## src/zports_pkg.sv

```systemverilog
/*
 * zports shared definitions
 * port addresses, XT register indices and the pipeline records
 */
package zports_pkg;

	// meaningful widths
	typedef logic [7:0]  zbyte_t; // z80 data byte
	typedef logic [15:0] zaddr_t; // full i/o address
	typedef logic [8:0]  offs_t;  // scroll offset or frame int line

	////////////////////////////////////////
	// port low bytes
	////////////////////////////////////////

	localparam zbyte_t PORT_FE = 8'hFE; // border, keyboard, tape
	localparam zbyte_t PORT_XT = 8'hAF; // extension register file
	localparam zbyte_t PORT_FD = 8'hFD; // 7FFD paging
	localparam zbyte_t PORT_F7 = 8'hF7; // EFF7 config
	localparam zbyte_t PORT_BE = 8'hBE; // config readback

	////////////////////////////////////////
	// #nnAF indices, taken from A15..A8
	////////////////////////////////////////

	localparam zbyte_t XT_VCONF   = 8'h00;
	localparam zbyte_t XT_VPAGE   = 8'h01;
	localparam zbyte_t XT_XOFFSL  = 8'h02;
	localparam zbyte_t XT_XOFFSH  = 8'h03; // bit 0 only
	localparam zbyte_t XT_YOFFSL  = 8'h04;
	localparam zbyte_t XT_YOFFSH  = 8'h05; // bit 0 only
	localparam zbyte_t XT_TSCONF  = 8'h06;
	localparam zbyte_t XT_PALSEL  = 8'h07;
	localparam zbyte_t XT_BORDER  = 8'h0F;
	localparam zbyte_t XT_SYSCONF = 8'h20;
	localparam zbyte_t XT_MEMCONF = 8'h21;
	localparam zbyte_t XT_HSINT   = 8'h22;
	localparam zbyte_t XT_VSINTL  = 8'h23;
	localparam zbyte_t XT_VSINTH  = 8'h24; // bit 0 only
	localparam zbyte_t XT_IM2VECT = 8'h25;

	////////////////////////////////////////
	// pipeline records
	////////////////////////////////////////

	// stage one, one z80 i/o cycle
	typedef struct packed
	{
		logic   wr;   // write strobe, one cycle
		logic   rd;   // read strobe, one cycle
		zaddr_t addr; // captured with the strobe
		zbyte_t data;
	} bus_cycle_t;

	// stage two, decoded write
	typedef struct packed
	{
		logic   fe;    // #FE
		logic   xt;    // #nnAF
		logic   p7ffd; // #7FFD
		logic   eff7;  // #EFF7
		zbyte_t idx;   // high address byte
		zbyte_t data;
	} port_write_t;

endpackage

```

## src/mem_paging.sv

```systemverilog
/*
 * pentagon-1024 paging
 * #7FFD with lock, #EFF7, video page and the 1M page number
 */
`timescale 1ns/1ps

module mem_paging
(
	input  logic                    zclk,
	input  logic                    rst_n,
	input  zports_pkg::port_write_t wr_rec,
	output zports_pkg::zbyte_t      vpage,
	output zports_pkg::zbyte_t      p7ffd,
	output zports_pkg::zbyte_t      peff7_raw,
	output zports_pkg::zbyte_t      peff7,
	output logic [5:0]              pent1m_page,
	output logic                    pent1m_1m_on,
	output logic                    pent1m_ram0_0,
	output logic                    p7ffd_wr
);
	import zports_pkg::*;

	zbyte_t eff7_q;
	logic   block1m;   // EFF7 bit 2, 128k mode
	logic   lock_7ffd; // set once, cleared by reset

	assign block1m  = eff7_q[2];
	assign p7ffd_wr = wr_rec.p7ffd && !lock_7ffd;

	////////////////////////////////////////
	// 7FFD and video page
	////////////////////////////////////////

	always_ff @(posedge zclk)
	begin
		if (!rst_n)
		begin
			p7ffd       <= '0;
			lock_7ffd   <= 1'b0;
			vpage       <= 8'h05;
			pent1m_page <= '0;
		end
		else if (p7ffd_wr)
		begin
			p7ffd <= wr_rec.data;
			if (wr_rec.data[5] && block1m)
				lock_7ffd <= 1'b1;
			// upper page bits only outside 128k mode
			pent1m_page <= {block1m ? 3'b000 : {wr_rec.data[5], wr_rec.data[7:6]},
				wr_rec.data[2:0]};
			vpage <= {6'b000001, wr_rec.data[3], 1'b1}; // screen 5 or 7
		end
		else if (wr_rec.xt && (wr_rec.idx == XT_VPAGE))
		begin
			vpage <= wr_rec.data;
		end
	end

	////////////////////////////////////////
	// EFF7
	////////////////////////////////////////

	always_ff @(posedge zclk)
	begin
		if (!rst_n)
			eff7_q <= '0;
		else if (wr_rec.eff7)
			eff7_q <= wr_rec.data;
	end

	assign peff7_raw = eff7_q;

	// 128k mode hides the 1M-only bits
	assign peff7 = block1m ? {eff7_q[7], 1'b0, eff7_q[5:4], 3'b000, eff7_q[0]} : eff7_q;

	assign pent1m_1m_on  = ~eff7_q[2];
	assign pent1m_ram0_0 = eff7_q[3]; // ram page 0 at #0000

endmodule

```

## src/port_decode.sv

```systemverilog
/*
 * port decoder
 * turns a captured write into a registered record with one select per target
 */
`timescale 1ns/1ps

module port_decode
(
	input  logic                    zclk,
	input  logic                    rst_n,
	input  logic                    dos,
	input  zports_pkg::bus_cycle_t  cycle,
	output zports_pkg::port_write_t wr_rec
);
	import zports_pkg::*;

	zbyte_t loa;
	zbyte_t hoa;
	logic   hit_fe, hit_xt, hit_fd, hit_f7;
	logic   sel_fe, sel_xt, sel_7ffd, sel_eff7;
	zbyte_t idx_q;
	zbyte_t data_q;

	assign loa = cycle.addr[7:0];
	assign hoa = cycle.addr[15:8];

	////////////////////////////////////////
	// address match, write cycles only
	////////////////////////////////////////

	assign hit_fe = cycle.wr && (loa == PORT_FE);
	assign hit_xt = cycle.wr && (loa == PORT_XT);
	assign hit_fd = cycle.wr && (loa == PORT_FD) && !cycle.addr[15]; // A15 high is the AY

	// EFF7 is closed in shadow mode
	assign hit_f7 = cycle.wr && (loa == PORT_F7) && cycle.addr[8] && !cycle.addr[12] && !dos;

	always_ff @(posedge zclk)
	begin
		if (!rst_n)
		begin
			sel_fe   <= 1'b0;
			sel_xt   <= 1'b0;
			sel_7ffd <= 1'b0;
			sel_eff7 <= 1'b0;
		end
		else
		begin
			sel_fe   <= hit_fe;
			sel_xt   <= hit_xt;
			sel_7ffd <= hit_fd;
			sel_eff7 <= hit_f7;
		end
	end

	always_ff @(posedge zclk)
	begin
		if (cycle.wr)
		begin
			idx_q  <= hoa; // XT index lives in the high byte
			data_q <= cycle.data;
		end
	end

	assign wr_rec = '{
		fe:    sel_fe,
		xt:    sel_xt,
		p7ffd: sel_7ffd,
		eff7:  sel_eff7,
		idx:   idx_q,
		data:  data_q
	};

endmodule

```

## src/port_readback.sv

```systemverilog
/*
 * z80 read data mux
 * keyboard and tape, config readback, porthit and bus direction
 */
`timescale 1ns/1ps

module port_readback
(
	input  zports_pkg::zaddr_t addr,
	input  logic               iorq_n,
	input  logic               rd_n,
	input  logic               tape_read,
	input  logic [4:0]         keys_in,
	input  zports_pkg::zbyte_t p7ffd,
	input  zports_pkg::zbyte_t peff7_raw,
	output zports_pkg::zbyte_t dout,
	output logic               porthit,
	output logic               dataout
);
	import zports_pkg::*;

	zbyte_t loa;
	zbyte_t be_mux;

	assign loa = addr[7:0];

	// #nnBE selected by A11..A8
	always_comb
	begin
		case (addr[11:8])
			4'hA:    be_mux = p7ffd;
			4'hB:    be_mux = peff7_raw; // unmasked value
			default: be_mux = 8'hFF;
		endcase
	end

	always_comb
	begin
		case (loa)
			PORT_FE: dout = {1'b1, tape_read, 1'b0, keys_in};
			PORT_BE: dout = be_mux;
			default: dout = 8'hFF; // floating bus
		endcase
	end

	////////////////////////////////////////
	// bus control
	////////////////////////////////////////

	// ports owned by this block
	assign porthit = (loa == PORT_FE) || (loa == PORT_XT) || (loa == PORT_FD) ||
		(loa == PORT_F7) || (loa == PORT_BE);

	assign dataout = porthit && !iorq_n && !rd_n; // drive the z80 bus

endmodule

```

## src/xt_regs.sv

```systemverilog
/*
 * #nnAF extension register file and border
 * video, scroll, palette, system config and interrupt positions
 */
`timescale 1ns/1ps

module xt_regs
#(
	parameter zports_pkg::zbyte_t HINT_RESET = 8'd2 // pentagon line int
)
(
	input  logic                    zclk,
	input  logic                    rst_n,
	input  zports_pkg::port_write_t wr_rec,
	output zports_pkg::zbyte_t      border,
	output zports_pkg::zbyte_t      vconf,
	output zports_pkg::zbyte_t      tsconf,
	output zports_pkg::zbyte_t      sysconf,
	output zports_pkg::zbyte_t      memconf,
	output zports_pkg::zbyte_t      hint_beg,
	output zports_pkg::zbyte_t      im2vect,
	output logic [3:0]              palsel,
	output zports_pkg::offs_t       x_offs,
	output zports_pkg::offs_t       y_offs,
	output zports_pkg::offs_t       vint_beg,
	output logic                    y_offs_wr
);
	import zports_pkg::*;

	// either half of the Y offset, for the video line counter
	assign y_offs_wr = wr_rec.xt && ((wr_rec.idx == XT_YOFFSL) || (wr_rec.idx == XT_YOFFSH));

	////////////////////////////////////////
	// register file
	////////////////////////////////////////

	always_ff @(posedge zclk)
	begin
		if (!rst_n)
		begin
			vconf    <= '0;
			x_offs   <= '0;
			y_offs   <= '0;
			tsconf   <= '0;
			palsel   <= 4'hF;
			sysconf  <= '0;
			memconf  <= '0;
			hint_beg <= HINT_RESET;
			vint_beg <= '0;
			im2vect  <= 8'hFF; // vector bus idles high
		end
		else if (wr_rec.xt)
		begin
			case (wr_rec.idx)
				XT_VCONF:   vconf          <= wr_rec.data;
				XT_XOFFSL:  x_offs[7:0]    <= wr_rec.data;
				XT_XOFFSH:  x_offs[8]      <= wr_rec.data[0];
				XT_YOFFSL:  y_offs[7:0]    <= wr_rec.data;
				XT_YOFFSH:  y_offs[8]      <= wr_rec.data[0];
				XT_TSCONF:  tsconf         <= wr_rec.data;
				XT_PALSEL:  palsel         <= wr_rec.data[3:0];
				XT_SYSCONF: sysconf        <= wr_rec.data;
				XT_MEMCONF: memconf        <= wr_rec.data;
				XT_HSINT:   hint_beg       <= wr_rec.data;
				XT_VSINTL:  vint_beg[7:0]  <= wr_rec.data;
				XT_VSINTH:  vint_beg[8]    <= wr_rec.data[0];
				XT_IM2VECT: im2vect        <= wr_rec.data;
				default:    ; // other indices belong to dropped blocks
			endcase
		end
	end

	////////////////////////////////////////
	// border
	////////////////////////////////////////

	always_ff @(posedge zclk)
	begin
		if (!rst_n)
			border <= '0;
		else if (wr_rec.fe)
			border <= {5'b11110, wr_rec.data[2:0]}; // spectrum colours at the top of the palette
		else if (wr_rec.xt && (wr_rec.idx == XT_BORDER))
			border <= wr_rec.data; // full 256-colour index
	end

endmodule

```

## src/zbus_strobe.sv

```systemverilog
/*
 * z80 i/o strobe stage
 * one-cycle write and read strobes with address and data captured
 */
`timescale 1ns/1ps

module zbus_strobe
(
	input  logic                   zclk,
	input  logic                   rst_n,
	input  zports_pkg::zaddr_t     addr,
	input  zports_pkg::zbyte_t     din,
	input  logic                   iorq_n,
	input  logic                   rd_n,
	input  logic                   wr_n,
	output zports_pkg::bus_cycle_t cycle
);
	import zports_pkg::*;

	logic   iowr, iord;
	logic   iowr_prev, iord_prev; // levels seen on the previous edge
	logic   wr_stb, rd_stb;
	zaddr_t addr_q;
	zbyte_t data_q;

	assign iowr = ~(iorq_n | wr_n);
	assign iord = ~(iorq_n | rd_n);

	always_ff @(posedge zclk)
	begin
		if (!rst_n)
		begin
			iowr_prev <= 1'b0;
			iord_prev <= 1'b0;
			wr_stb    <= 1'b0;
			rd_stb    <= 1'b0;
		end
		else
		begin
			iowr_prev <= iowr;
			iord_prev <= iord;
			wr_stb    <= iowr & ~iowr_prev; // first edge of the write only
			rd_stb    <= iord & ~iord_prev;
		end
	end

	// payload held until the next cycle starts
	always_ff @(posedge zclk)
	begin
		if ((iowr & ~iowr_prev) | (iord & ~iord_prev))
		begin
			addr_q <= addr;
			data_q <= din;
		end
	end

	assign cycle = '{wr: wr_stb, rd: rd_stb, addr: addr_q, data: data_q};

endmodule

```

## src/zports_top.sv

```systemverilog
/*
 * zports top level
 * strobe, decode and register stages plus the read mux
 */
`timescale 1ns/1ps

module zports_top
#(
	parameter zports_pkg::zbyte_t HINT_RESET = 8'd2
)
(
	input  logic               zclk,
	input  logic               rst_n,
	input  zports_pkg::zaddr_t addr,
	input  zports_pkg::zbyte_t din,
	input  logic               iorq_n,
	input  logic               rd_n,
	input  logic               wr_n,
	input  logic               dos,
	input  logic               tape_read,
	input  logic [4:0]         keys_in,
	output zports_pkg::zbyte_t dout,
	output logic               porthit,
	output logic               dataout,
	output zports_pkg::zbyte_t border,
	output zports_pkg::zbyte_t vconf,
	output zports_pkg::zbyte_t vpage,
	output zports_pkg::offs_t  x_offs,
	output zports_pkg::offs_t  y_offs,
	output zports_pkg::zbyte_t tsconf,
	output logic [3:0]         palsel,
	output zports_pkg::zbyte_t sysconf,
	output zports_pkg::zbyte_t memconf,
	output zports_pkg::zbyte_t hint_beg,
	output zports_pkg::offs_t  vint_beg,
	output zports_pkg::zbyte_t im2vect,
	output logic               y_offs_wr,
	output logic               p7ffd_wr,
	output zports_pkg::zbyte_t peff7,
	output logic [5:0]         pent1m_page,
	output logic               pent1m_1m_on,
	output logic               pent1m_ram0_0
);
	import zports_pkg::*;

	bus_cycle_t  cycle;
	port_write_t wr_rec;
	zbyte_t      p7ffd;
	zbyte_t      peff7_raw;

	zbus_strobe strobe_i (.zclk, .rst_n, .addr, .din, .iorq_n, .rd_n, .wr_n, .cycle);

	port_decode decode_i (.zclk, .rst_n, .dos, .cycle, .wr_rec);

	xt_regs #(.HINT_RESET(HINT_RESET)) xt_i
	(
		.zclk, .rst_n, .wr_rec,
		.border, .vconf, .tsconf, .sysconf, .memconf, .hint_beg, .im2vect,
		.palsel, .x_offs, .y_offs, .vint_beg, .y_offs_wr
	);

	mem_paging paging_i
	(
		.zclk, .rst_n, .wr_rec,
		.vpage, .p7ffd, .peff7_raw, .peff7,
		.pent1m_page, .pent1m_1m_on, .pent1m_ram0_0, .p7ffd_wr
	);

	// read path is combinational from the bus
	port_readback readback_i
	(
		.addr, .iorq_n, .rd_n, .tape_read, .keys_in,
		.p7ffd, .peff7_raw,
		.dout, .porthit, .dataout
	);

endmodule
```

## config.mk

```make
export PLATFORM = sky130hd
export DESIGN_NAME = zports_top
export DESIGN_NICKNAME = d
export VERILOG_FILES = /design/src/zports_pkg.sv /design/src/mem_paging.sv /design/src/port_decode.sv /design/src/port_readback.sv /design/src/xt_regs.sv /design/src/zbus_strobe.sv /design/src/zports_top.sv
export SDC_FILE = /design/constraint.sdc
export NUM_CORES = 1
export LEC_CHECK = 0
export ABC_AREA = 1
export BUFFER_PORTS_ARGS = -buffer_cell sky130_fd_sc_hd__buf_4
export CAP_MARGIN = 40
export CORE_UTILIZATION = 50
export DETAILED_ROUTE_END_ITERATION = 10
export GPL_TIMING_DRIVEN = 0
export PLACE_DENSITY = 0.75
export SKIP_CTS_REPAIR_TIMING = 1
export SYNTH_ARGS = -nofsm -noshare
export SYNTH_HDL_FRONTEND = slang
export SYNTH_HIERARCHICAL = 1
export SYNTH_SLANG_ARGS = --single-unit
```

## constraint.sdc

```tcl
create_clock -name zclk -period 3.9 [get_ports zclk]
set_input_delay 0.39 -clock zclk [delete_from_list [all_inputs] [get_ports zclk]]
set_output_delay 0.39 -clock zclk [all_outputs]
set_load 0.005 [all_outputs]
```

==> flow_summary_export.csv <==
group,metric,value,unit
die,placementRows,42,
detailed_routing,vias,5828,
detailed_routing,initialDrtViolationCount,376,
cts,cts_made_buffers,17,
sta,hold_viol,0,
die,dieArea,14000,µm²
synth,synth_fp_nets,869,
sta,slew_viol_final,0,
synth,netlist_area,6750,µm²
power_and_ir_drop,p_int,3070,µW
cts,clock_latency,0.42,ns
die,core,13200,µm²
sta,worstMarginPinSlew,0.618,ns
placed_design,dp_hpwl,11.9,mm
die,boundaryPins,159,
power_and_ir_drop,power_frac_seq,46.0,%
cts,clock_sinks,162,
detailed_routing,finalWirelength,16.5,mm
cts,clockBufferDepth,2,
global_routing,track_usage,24.6,%
finish,final_common_cell,"nand2_1",
sta,setup-tns-final,0,ns
sta,fin_crit_sh,54.2,%
global_routing,gr-total-overflow,0,
critical_path,crit_type,"flip-flop to output port",
sta,relSlewSlack,58.8,%
placed_design,gp_congestion,0.824,
global_routing,grt_pass1_vias,5402,
finish,antenna_cells,0,
die,start_util,51.1,%
outcome,outcome,"completed",
finish,area_delta_synth_final,31.4,%
finish,final_nets,1046,
sta,max_freq,0.473,GHz
global_routing,antenna_found_initial,0,
global_routing,grt_max_degree,18,
finish,nFillCells,1127,
cts,clk_pin_slew_worst_paths,0.06,ns
detailed_routing,ant_nets,0,
job,max_cap_viol_count,0,
synth,yosysWarningCount,6,
detailed_routing,vias_per_cell,4.86,
power_and_ir_drop,power.switching,767,µW
power_and_ir_drop,leakage,0.00403,µW
finish,layout_common_cells,"nand2_1, buf_4, nor2_1",
synth,syn_area_per_cell,8.10,µm²
critical_path,critPathMaxFanout,4,
min_path,holdCritPathClass,"primary input to flip-flop",
sta,finalClockSkew,0.00583,ns
detailed_routing,wl_per_cell,13.8,µm
sta,whs,0.130,ns
critical_path,worstPathArrival,1.72,ns
die,die_w,118,µm
detailed_routing,drc,0,
sta,rsz0062_at_grt,"false",
placed_design,io_buffers,157,
critical_path,crit_required,3.51,ns
critical_path,startpoint_type,"flip-flop",
power_and_ir_drop,power_density,433,nW/µm²
sta,setup_violations,0,
finish,drive_gt1_share,27.6,%
power_and_ir_drop,clockPowerShare,50.4,%
synth,syn_inst,833,
sta,min_period,2.11,ns
global_routing,grt_pass1_wl,26.6,mm
power_and_ir_drop,netSwitchingFraction,20.0,%
cts,cts_tree,"yes",
detailed_routing,drtPass1Iterations,5,
cts,cts_max_level,4,
critical_path,end_kind,"output port",
power_and_ir_drop,peakVddDrop,0.266,mV
power_and_ir_drop,comb_power_share,3.6,%
die,die_h,118,µm
cts,cts-root-buf,"clkbuf_16",
==> final cells by class <==
type                    instances  area (µm²)  share of cell area [%]
clock buffers                  21         514                    5.80
plain buffers                  40         284                    3.20
well taps                     176         220                    2.48
multi-input cells             558        2540                    28.7
clock inverters                11         191                    2.16
inverters                      73         277                    3.12
repair buffers                158        1190                    13.5
flip-flops and latches        162        3640                    41.1
==> power groups by stage <==
| stage | sequential, µW | clock (µW) | combinational [µW] |
|---|---|---|---|
| floorplan | 1800 | 0 | 76.2 |
| CTS | 1760 | 1960 | 138 |
| global route | 1770 | 2040 | 153 |
| global placement | 1800 | 0 | 133 |
| detailed placement | 1800 | 0 | 137 |
| finish | 1770 | 1930 | 138 |
==> critical path: stages (launching register included) <==
cell	delay [ns]
edfxtp_1	0.44
nor2_4	0.16
nand2_1	0.22
nor3_1	0.31
buf_4	0.17
==> through the flow <==
step           util (%)  total power [µW]  setup slack, ns  std cells  instance area [µm²]
5_1_grt            67.2              3950             1.64       1199                 8870
2_1_floorplan         -              1870             2.43        833                 6750
3_5_place_dp       61.9              1940             1.91       1167                 8160
4_1_cts            67.2              3860             1.77       1199                 8870
3_3_place_gp       61.8              1930             1.89       1166                 8150
6_report           67.2              3840             1.79       1199                 8870
==> state kept, by name, indices dropped and copies added, names as in the netlist, 3 cells and up <==
name	flops
xt_i/vconf	8
decode_i/idx_q	8
xt_i/x_offs	9
xt_i/border	8
xt_i/memconf	8
strobe_i/addr_q	16
paging_i/p7ffd	8
xt_i/sysconf	8
paging_i/pent1m_page	3
decode_i/data_q	8
xt_i/palsel	4
paging_i/peff7_raw	8
xt_i/vint_beg	9
xt_i/im2vect	8
xt_i/tsconf	8
xt_i/hint_beg	8
paging_i/vpage	8
xt_i/y_offs	9
strobe_i/data_q	8
==> path summary, 6_finish.rpt <==
kind                                       from                            end  slack [ns]  depth (start not counted)
hold / removal                             wr_n  strobe_i/iowr_prev$_SDFF_PN0_        0.13                          2
setup / recovery    decode_i/idx_q[7]$_DFFE_PP_                      y_offs_wr        1.79                          4
setup reg to reg   decode_i/data_q[0]$_DFFE_PP_    xt_i/x_offs[0]$_SDFFE_PN0P_        2.26                          4
hold reg to reg   strobe_i/addr_q[14]$_DFFE_PP_    decode_i/idx_q[6]$_DFFE_PP_        0.41                          0
==> layer usage <==
metal	global-route usage (%)	wire (µm)
met1	30.2	7020
met2	41.0	7990
met3	5.84	1110
met4	10.7	408
met5	0	0
No activity file was read; power rests on OpenSTA's default activity.
